## config.mk

```make
export PLATFORM = sky130hd
export DESIGN_NAME = colmix_top
export DESIGN_NICKNAME = d
export VERILOG_FILES = /design/src/logic/video_pkg.sv /design/src/logic/cpu_bus_pkg.sv /design/src/logic/pal_write_queue.sv /design/src/logic/layer_prio.sv /design/src/logic/pal_slot_arbiter.sv /design/src/logic/pal_ram.sv /design/src/logic/colour_out.sv /design/src/logic/colmix_top.sv
export SDC_FILE = /design/constraint.sdc
export NUM_CORES = 2
export LEC_CHECK = 0
export BUFFER_PORTS_ARGS = -buffer_cell sky130_fd_sc_hd__buf_2
export CORE_ASPECT_RATIO = 2
export CORE_UTILIZATION = 25
export DETAILED_ROUTE_END_ITERATION = 7
export GPL_ROUTABILITY_DRIVEN = 0
export HOLD_SLACK_MARGIN = 0.15
export PLACE_DENSITY = 0.35
export SETUP_SLACK_MARGIN = 0.4
export SLEW_MARGIN = 10
export SYNTH_ARGS = -nofsm -noshare
export SYNTH_HDL_FRONTEND = slang
export SYNTH_HIERARCHICAL = 1
export SYNTH_SLANG_ARGS = --single-unit
```

## constraint.sdc

```tcl
create_clock -name clk -period 4.17 [get_ports clk]
set_input_delay 0.2085 -clock clk [delete_from_list [all_inputs] [get_ports clk]]
set_output_delay 0.2085 -clock clk [all_outputs]
set_load 0.01 [all_outputs]
```

## src/logic/video_pkg.sv

```systemverilog
// ##############################
// Video side types and constants
// Pixel codes, palette words, colour, blanking
// ##############################
`default_nettype none

package video_pkg;

    localparam int SLOTS_PER_PXL = 4;  // Clocks per pixel
    localparam int SLOT_W        = $clog2(SLOTS_PER_PXL);
    localparam int BLANK_DLY     = 3;  // Pixels from input to rgb

    // Slot roles within one pixel
    localparam logic [SLOT_W-1:0] SLOT_RD_LO = 2'd0;
    localparam logic [SLOT_W-1:0] SLOT_RD_HI = 2'd1;

    typedef struct packed {
        logic [1:0] bank;   // Palette bank
        logic       prio;   // Priority flag
        logic [3:0] idx;    // Colour index, 0 is transparent
    } pxl_code_t;

    typedef struct packed {
        pxl_code_t gfx1;
        pxl_code_t gfx2;
    } layer_pair_t;

    typedef struct packed {
        logic lhbl;  // Active low
        logic lvbl;  // Active low
    } blank_t;

    typedef struct packed {
        pxl_code_t code;
        logic      half;  // 0 low byte, 1 high byte
    } pal_addr_t;

    // BGR order so the packed value matches the palette word
    typedef struct packed {
        logic [4:0] blue;
        logic [4:0] green;
        logic [4:0] red;
    } rgb_t;

    typedef union packed {
        struct packed {
            logic [7:0] hi_byte;
            logic [7:0] lo_byte;
        } bytes;
        struct packed {
            logic unused;
            rgb_t rgb;
        } col;
    } pal_word_u;

endpackage

`default_nettype wire

```

## src/logic/cpu_bus_pkg.sv

```systemverilog
// ##############################
// CPU palette write bus
// Request format and credit sizing
// ##############################
`default_nettype none

package cpu_bus_pkg;

    localparam int WQ_DEPTH = 4;                  // Entries, also initial credits
    localparam int WQ_AW    = $clog2(WQ_DEPTH);   // Queue pointer width
    localparam int CREDIT_W = 3;                  // Holds 0..WQ_DEPTH

    // One palette write, valid for a single clock
    typedef struct packed {
        logic       valid;
        logic [7:0] addr;
        logic [7:0] data;
    } pal_wr_t;

    // Initial credit count as a sized constant
    localparam logic [CREDIT_W-1:0] CREDIT_INIT = CREDIT_W'(WQ_DEPTH);

endpackage

`default_nettype wire

```

## src/logic/pal_write_queue.sv

```systemverilog
// ##############################
// Palette write queue
// Holds CPU writes until the arbiter retires them
// ##############################
`default_nettype none

module pal_write_queue
    import cpu_bus_pkg::*;
(
    input  wire logic    clk,
    input  wire logic    rst,
    input  wire pal_wr_t wr_in,
    input  wire logic    wq_pop,
    output pal_wr_t      head,
    output logic         credit_ret
);

    pal_wr_t              mem [WQ_DEPTH];  // Entry storage
    logic [WQ_AW-1:0]     wr_ptr;
    logic [WQ_AW-1:0]     rd_ptr;
    logic [CREDIT_W-1:0]  count;           // Occupancy
    logic                 push;
    logic                 pop;

    assign push = wr_in.valid;             // Sender only writes with a credit
    assign pop  = wq_pop && head.valid;

    // Head entry as seen by the arbiter
    assign head.valid = count != '0;
    assign head.addr  = mem[rd_ptr].addr;
    assign head.data  = mem[rd_ptr].data;

    always_ff @(posedge clk) begin
        if (push) begin
            mem[wr_ptr] <= wr_in;
        end
    end

    always_ff @(posedge clk) begin
        if (rst) begin
            wr_ptr     <= '0;
            rd_ptr     <= '0;
            count      <= '0;
            credit_ret <= 1'b0;
        end else begin
            credit_ret <= pop;             // One credit back per retired entry
            if (push) begin
                wr_ptr <= wr_ptr + 1'b1;   // Wraps at WQ_DEPTH
            end
            if (pop) begin
                rd_ptr <= rd_ptr + 1'b1;
            end
            case ({push, pop})
                2'b10:   count <= count + 1'b1;
                2'b01:   count <= count - 1'b1;
                default: count <= count;   // Both or neither
            endcase
        end
    end

endmodule

`default_nettype wire

```

## src/logic/layer_prio.sv

```systemverilog
// ##############################
// Layer priority
// Picks the visible layer once per pixel
// ##############################
`default_nettype none

module layer_prio
    import video_pkg::*;
(
    input  wire logic        clk,
    input  wire logic        rst,
    input  wire logic        pxl_cen,
    input  wire layer_pair_t layers,
    input  wire blank_t      blank_in,
    output pxl_code_t        code_sel,
    output blank_t           blank_smp
);

    logic      gfx1_clear;   // Layer 1 transparent
    logic      gfx2_wins;
    pxl_code_t code_nx;

    assign gfx1_clear = layers.gfx1.idx == 4'd0;

    // Layer 2 shows through unless layer 1 is opaque and layer 2 has prio set
    assign gfx2_wins  = gfx1_clear || !layers.gfx2.prio;
    assign code_nx    = gfx2_wins ? layers.gfx2 : layers.gfx1;

    // Code is payload, used by the next two read slots
    always_ff @(posedge clk) begin
        if (pxl_cen) begin
            code_sel <= code_nx;
        end
    end

    always_ff @(posedge clk) begin
        if (rst) begin
            blank_smp <= '0;         // Reads as blanking
        end else if (pxl_cen) begin
            blank_smp <= blank_in;   // Same pixel as code_sel
        end
    end

endmodule

`default_nettype wire

```

## src/logic/pal_slot_arbiter.sv

```systemverilog
// ##############################
// Palette slot arbiter
// Video reads in slots 0-1, CPU writes in 2-3
// ##############################
`default_nettype none

module pal_slot_arbiter
    import video_pkg::*;
    import cpu_bus_pkg::*;
(
    input  wire logic        clk,
    input  wire logic        rst,
    input  wire pxl_code_t   code_sel,
    input  wire pal_wr_t     head,
    output logic             wq_pop,
    output logic             pxl_cen,
    output logic [SLOT_W-1:0] slot,
    output pal_addr_t        ram_addr,
    output logic             ram_we,
    output logic [7:0]       ram_wdata
);

    logic cpu_slot;   // Slots 2 and 3 belong to the CPU

    // Free running slot counter
    always_ff @(posedge clk) begin
        if (rst) begin
            slot <= '0;
        end else begin
            slot <= slot + 1'b1;   // Wraps after slot 3
        end
    end

    assign pxl_cen  = slot == SLOT_W'(SLOTS_PER_PXL - 1);
    assign cpu_slot = slot[SLOT_W-1];

    // Queue head goes out only in a CPU slot
    assign wq_pop    = cpu_slot && head.valid;
    assign ram_we    = wq_pop;
    assign ram_wdata = head.data;

    always_comb begin
        case (slot)
            SLOT_RD_LO: begin
                ram_addr.code = code_sel;
                ram_addr.half = 1'b0;        // Low byte first
            end
            SLOT_RD_HI: begin
                ram_addr.code = code_sel;
                ram_addr.half = 1'b1;
            end
            default: begin
                ram_addr = pal_addr_t'(head.addr);   // CPU byte address
            end
        endcase
    end

endmodule

`default_nettype wire

```

## src/logic/pal_ram.sv

```systemverilog
// ##############################
// Palette RAM, 256 x 8
// ##############################
`default_nettype none

module pal_ram
    import video_pkg::*;
(
    input  wire logic       clk,
    input  wire pal_addr_t  addr,
    input  wire logic       we,
    input  wire logic [7:0] wdata,
    output logic [7:0]      rdata
);

    localparam int DEPTH = 2 ** $bits(pal_addr_t);

    logic [7:0] mem [DEPTH];

    // Single port, write first
    always_ff @(posedge clk) begin
        if (we) begin
            mem[addr] <= wdata;
            rdata     <= wdata;   // New byte on the read side
        end else begin
            rdata <= mem[addr];
        end
    end

endmodule

`default_nettype wire

```

## src/logic/colour_out.sv

```systemverilog
// ##############################
// Colour output stage
// Byte join, pixel delay and blanking
// ##############################
`default_nettype none

module colour_out
    import video_pkg::*;
(
    input  wire logic              clk,
    input  wire logic              rst,
    input  wire logic              pxl_cen,
    input  wire logic [SLOT_W-1:0] slot,
    input  wire logic [7:0]        rdata,
    input  wire blank_t            blank_smp,
    output rgb_t                   rgb,
    output blank_t                 blank_dly
);

    pal_word_u word;                   // Filled one byte per slot
    rgb_t      rgb_pipe   [BLANK_DLY];
    blank_t    blank_pipe [BLANK_DLY];
    logic      visible;
    rgb_t      rgb_in;

    // RAM data lags the address by one clock
    always_ff @(posedge clk) begin
        if (slot == SLOT_RD_HI) begin
            word.bytes.lo_byte <= rdata;   // Read issued in slot 0
        end
        if (slot == SLOT_RD_HI + 1'b1) begin
            word.bytes.hi_byte <= rdata;   // Read issued in slot 1
        end
    end

    assign visible = blank_smp.lhbl && blank_smp.lvbl;
    assign rgb_in  = visible ? word.col.rgb : '0;   // Black in blanking

    always_ff @(posedge clk) begin
        if (rst) begin
            for (int i = 0; i < BLANK_DLY; i++) begin
                rgb_pipe[i]   <= '0;
                blank_pipe[i] <= '0;
            end
        end else if (pxl_cen) begin
            rgb_pipe[0]   <= rgb_in;
            blank_pipe[0] <= blank_smp;
            for (int i = 1; i < BLANK_DLY; i++) begin
                rgb_pipe[i]   <= rgb_pipe[i-1];   // One pixel per stage
                blank_pipe[i] <= blank_pipe[i-1];
            end
        end
    end

    assign rgb       = rgb_pipe[BLANK_DLY-1];
    assign blank_dly = blank_pipe[BLANK_DLY-1];

endmodule

`default_nettype wire

```

## src/logic/colmix_top.sv

```systemverilog
// ##############################
// Colour mixer top
// Layer priority, shared palette, colour out
// ##############################
`default_nettype none

module colmix_top
    import video_pkg::*;
    import cpu_bus_pkg::*;
(
    input  wire logic        clk,
    input  wire logic        rst,
    input  wire pal_wr_t     wr_in,
    output logic             credit_ret,
    input  wire layer_pair_t layers,
    input  wire blank_t      blank_in,
    output logic             pxl_cen,
    output rgb_t             rgb,
    output blank_t           blank_dly
);

    pal_wr_t           head;       // Oldest queued write
    logic              wq_pop;
    pxl_code_t         code_sel;   // Winning layer code
    blank_t            blank_smp;
    logic [SLOT_W-1:0] slot;
    pal_addr_t         ram_addr;
    logic              ram_we;
    logic [7:0]        ram_wdata;
    logic [7:0]        ram_rdata;

    pal_write_queue u_queue (
        .clk        (clk),
        .rst        (rst),
        .wr_in      (wr_in),
        .wq_pop     (wq_pop),
        .head       (head),
        .credit_ret (credit_ret)
    );

    layer_prio u_prio (
        .clk       (clk),
        .rst       (rst),
        .pxl_cen   (pxl_cen),
        .layers    (layers),
        .blank_in  (blank_in),
        .code_sel  (code_sel),
        .blank_smp (blank_smp)
    );

    pal_slot_arbiter u_arb (
        .clk       (clk),
        .rst       (rst),
        .code_sel  (code_sel),
        .head      (head),
        .wq_pop    (wq_pop),
        .pxl_cen   (pxl_cen),
        .slot      (slot),
        .ram_addr  (ram_addr),
        .ram_we    (ram_we),
        .ram_wdata (ram_wdata)
    );

    pal_ram u_ram (
        .clk   (clk),
        .addr  (ram_addr),
        .we    (ram_we),
        .wdata (ram_wdata),
        .rdata (ram_rdata)
    );

    colour_out u_out (
        .clk       (clk),
        .rst       (rst),
        .pxl_cen   (pxl_cen),
        .slot      (slot),
        .rdata     (ram_rdata),
        .blank_smp (blank_smp),
        .rgb       (rgb),
        .blank_dly (blank_dly)
    );

endmodule

`default_nettype wire

```

Yosys cells after proc, flatten, opt, wreduce, memory -nomap -nowiden
Memory sizes are Yosys's and may differ from the RTL's. A register that Yosys moved wholly into a read port is not among the register bits.
Index checks and enable logic that the tools add are counted.
Cells by class
  add/sub/neg operators: 5
  eq/ne operators: 5
  reductions and logical operators: 9
  muxes and demuxes: 21
  bitwise gates (word level): 6
Operators by type and width (number)
  $mux 15: 4
  $pmux 8 s2: 1
  $mux 2: 5
  $mux 1: 9
  $mux 7: 1
  $add 2x1->2 const B: 3
  $eq 2x2->1 const B: 3
  $or 1x1->1: 6
  $pmux 3 s2: 1
  $eq 2x1->1 const B: 2
  $logic_not 4->1: 1
  $add 3x1->3 const B: 1
  $logic_and 1x1->1: 3
  $reduce_bool 3->1: 1
  $sub 3x1->3 const B: 1
  $logic_not 2->1: 1
  $reduce_bool 2->1: 1
  $logic_not 1->1: 1
  $logic_or 1x1->1: 1
Storage, ports and cells
  RAM bits: 2167
  logic and storage cells: 62
  memories: 4
  input port bits: 35
  output and inout bits: 19
  register bits after elaboration: 34
Memories
  u_ram.mem: words 256, width 8, read ports 1, clocked after memory_dff 1, write ports 1, line pal_ram.sv:18  | logic [7:0] mem [DEPTH];
  u_queue.mem: words 4, width 17, read ports 1, clocked after memory_dff 1, write ports 1, line pal_write_queue.sv:18  | pal_wr_t mem [WQ_DEPTH];
  u_out.rgb_pipe: words 3, width 15, read ports 3, clocked after memory_dff 0, write ports 3, line colour_out.sv:21  | rgb_t rgb_pipe [BLANK_DLY];
  u_out.blank_pipe: words 3, width 2, read ports 3, clocked after memory_dff 0, write ports 3, line colour_out.sv:22  | blank_t blank_pipe [BLANK_DLY];

Logic depth before layout (Yosys ltp)
  depth after elaboration: 5
  depth in mapped cells: 11

Hierarchy
Netlist, hierarchy kept.
By module, submodules not included
  pal_ram: cells each 3733, area an instance 79556.3 µm², times used 1
  pal_write_queue: cells each 134, area an instance 2820.2 µm², times used 1
  colour_out: cells each 143, area an instance 2511.2 µm², times used 1
  layer_prio: cells each 22, area an instance 377.9 µm², times used 1
  pal_slot_arbiter: cells each 29, area an instance 267.8 µm², times used 1

Least setup slack after synthesis
Ideal clock, no wire load.
  path kind: reg-to-reg
  start point: register with a tool-made name
  end point: memory u_ram.mem[472][0], in the netlist u_ram/mem[236][0], enable pin
  stages on the path, launching flop included: 10
  period minus slack after synthesis: 3046 ps
  path buffers: 4
  setup time: 370 ps
  arrival time: 2675 ps
  data required time: 3800 ps
  setup slack: 1124 ps
  cells stage by stage: dfxtp_1 buf_6 buf_12 mux4_2 mux2_2 clkbuf_1 nor2_1 nand4_1 clkbuf_1 nor2_1
RTL lines (line)
  end: declaration: pal_ram.sv:18

==> reports/metrics.csv <==
stage,metric,value,unit
global_route,first-pass GRT wire length,384300,um
synth,"Warnings, synthesis",6,
clock_network,CTS tree,built,
synth,"Cell Area, Synth",0.08553,mm^2
synth,number of synthesized flops with an enable pin,2185,
clock_network,H-tree depth,4,
clock_network,clock sink total,2207,
synth,Mapped Nets,4105,
floorplanning,boundary pin count,54,
setup_path,crit path max fanout,22,
setup_path,critical path class,register to register,
finish,layout cell share with drive strength beyond 1,29.25,%
timing,fmax,0.2733,GHz
flow_run,max-cap violations,0,
timing,"Slew Viols, Final",0,
global_route,antenna violations before repair,9,
timing,final setup vio count,0,
power,LEAKAGE,0.03157,uW
floorplanning,Die Ht,829.2,um
clock_network,cts bufs inserted,214,
drt,DRC viols,0,
synth,"Seq/Total Area, Yosys",77.23,%
timing,Hold Fails Final Rpt,0,
finish,Area Growth Syn to Fin,18.88,%
clock_network,clock buffer depth,4,
timing,Slew @ Worst Pin,1.139,ns
synth,largest family of logic cells by synthesized area,multiplexers,
synth,Synth async-reset ratio,0,%
setup_path,Crit path arrival time,4.31,ns
synth,Post-Synth Adder-Cell Area,0.1404,%
synth,post-synthesis mux area share,14.20,%
finish,Final Net Count,4692,
floorplanning,FP Rows,303,
clock_network,Clock Latency Late Sink,0.91,ns
global_route,largest net degree at the start of global routing,143,
setup_path,CP endpoint kind,register,
place,Port Buffer Count,53,
setup_path,Startpoint Class,register,
synth,synthesized flop and latch total,2207,
finish,fill count,33320,
setup_path,Worst R2R Setup Slack,0.51,ns
global_route,grt total ovfl,0,
global_route,gr usage total,15.98,%
timing,relative slew slack,24.08,%
drt,initial drt markers,2992,
drt,Routed Antenna Nets,0,
drt,DR vias,41850,
timing,RSZ-0062 raised after global routing,no,
synth,top_reg_cell synth,edfxtp_1,
synth,post-synthesis simple-gate area fraction,3.024,%
power,Pwr Density,490.4,mW/mm^2
synth,Compound-Gate Fraction of Synth Area,3.312,%
timing,Worst Skew,0.07931,ns
synth,cell taking the most area after synthesis,edfxtp_1,
timing,Tcrit/Tclk final,87.73,%
global_route,vias in the first global route,45540,
drt,Via density,4.530,
clock_network,"CTS clk-pin slew, worst paths",0.07,ns
drt,drt wl/cell,30.14,um
floorplanning,Die W,415.6,um
synth,XOR/XNOR share of the synthesized area,0.05120,%
power,maximum vdd ir drop,0.3407,mV
setup_path,Worst Path Required,4.82,ns
synth,Syn Inst Count,4061,
place,HPWL Detailed,191400,um
finish,Final Core Density,29.87,%
floorplanning,core area,0.3404,mm^2
hold_path,worst min path class,primary input to register,
synth,top post-synthesis cells by area,"edfxtp_1 77%, mux4_2 12%, mux2i_1 1.6%",
finish,Finished Cell Area,0.1017,mm^2
place,Post-DP Area,0.09428,mm^2
timing,Total Neg Setup Slack,0,ns
synth,post-synth cell types,68,
run_status,status,completed,
floorplanning,die area,0.3446,mm^2
power,"Power, Total",49870,uW
drt,Routed WL,278400,um
floorplanning,Initial Utilization,25.12,%
clock_network,clock root buffer,clkbuf_16,
drt,drt first pass iters,5,
timing,Tmin final,3.658,ns
synth,synthesized area per cell,21.06,um^2
synth,share of the synthesized area in the top cell type,76.71,%
[stage by stage]
stage	hold slack, ns	worst slack [ns]	std cells
final	0.2432	0.5116	9238
after global routing	0.2049	0.4279	9237
after CTS	0.1502	0.4126	9236
after detailed placement	0.4323	0.2519	8785
after global placement	0.4255	0.2114	8783
after floorplan	0.2752	1.124	4061
[cell usage in the layout, fill, tap and decap left out, drive strengths merged, types with 10 or more instances in the layout]
cell type	instances
a211oi	16
buf	574
nor4	28
mux2i	137
nor3	22
nor2b	35
bufinv	18
o221ai	47
o21ai	14
nand2	34
o211ai	10
and2	62
a221oi	14
inv	15
nand3	34
mux4	472
mux2	10
nor2	295
dlygate4sd3	65
a22o	12
a21oi	98
a22oi	133
dfxtp	22
clkbuf	267
nand4	10
o22ai	28
edfxtp	2185
clkinv	84
[path summary, 6_finish.rpt]
| kind | cells after the start | to | start |
|---|---|---|---|
| setup / recovery | 10 | u_out/word[7]$_DFFE_PN_ | register |
| hold / removal | 3 | u_prio/code_sel[4]$_DFFE_PP_ | layers[4] |
| setup reg to reg | 10 | u_out/word[7]$_DFFE_PN_ | register |
| hold reg to reg | 1 | u_out/blank_pipe[0][4]$_SDFFCE_PN0P_ | u_out/blank_pipe[0][2]$_SDFFCE_PN0P_ |
[worst max-delay path: stages (launching register included)]
cell and delay (ns):
dfxtp_4 0.61, buf_12 0.26, buf_12 0.20, buf_4 0.17
mux4_2 0.49, nor2b_1 0.14, a211oi_1 0.46, nor3_1 0.21
nor4_1 0.51, buf_4 0.23, nor4_1 0.05
[kinds of logic after synthesis]
group,count (synthesis)
flip-flops,2207
multiplexers,619
AND/OR/NAND/NOR,545
AO/OA/AOI/OAI,397
buffers and inverters,279
adder cells (fa/ha/maj),9
XOR/XNOR,5
[metal layers]
layer	global-route usage (%)	vias to the layer above	part of all wire [%]
met2	32.39	700	58
met3	1.631	309	2.4
met4	5.566	0	3.7
met1	16.63	22840	35
met5	0	-	0
li1	-	18000	-
[state kept, by name (all words and copies together), names as in the netlist, named ones only]
register and flops:
u_ram/mem 2048, u_queue/mem 64, u_out/rgb_pipe 45, u_out/word 15, u_prio/code_sel 7, u_out/blank_pipe 6
u_queue/count 3, u_arb/slot 2, u_prio/blank_smp 2, u_queue/rd_ptr 2, u_queue/wr_ptr 2, u_queue/credit_ret 1
[synth_stat cells (all sizes together), types with 10 or more instances]
cell type and count:
o22ai 28, a211oi 16, o221ai 47, a22o 12, a221oi 14, a21oi 98
o211ai 10, mux2 10, nor2b 35, nand3 34, edfxtp 2185, nand2 34
a22oi 133, mux2i 137, dfxtp 22, nor2 295, and2 62, nor4 28
clkbuf 115, nand4 10, nor3 22, buf 153, mux4 472, inv 10
o21ai 14
[power by group]
part | switching, uW | internal, uW | total [uW]
Clock | 8670 | 10600 | 19300
Combinational | 3540 | 2010 | 5550
Sequential | 162 | 24800 | 25000
Total | 12400 | 37500 | 49900
[area by class of cell]
cell class	count	area [um^2]	area share, %
Clock inverter	115	1054	1.036
Antenna cell	2	5.005	0.004922
Multi-Input combinational cell	1575	17880	17.58
Timing Repair Buffer	639	5472	5.381
Tap cell	4422	5533	5.441
Clock buffer	267	5627	5.534
Sequential cell	2207	66070	64.98
Inverter	11	41.29	0.04061
[timing repair]
action / 4_1_cts / 5_1_grt
hold buffers: 65 / 0
setup buffers: 4 / 0
resized for setup: 3 / 2
pin swaps: 0 / 0
endpoints found under the setup margin: 8 / 4
cloned: 0 / 0
endpoints found under the hold margin: 85 / 0
Note: power is estimated with default switching activity, not from simulation.
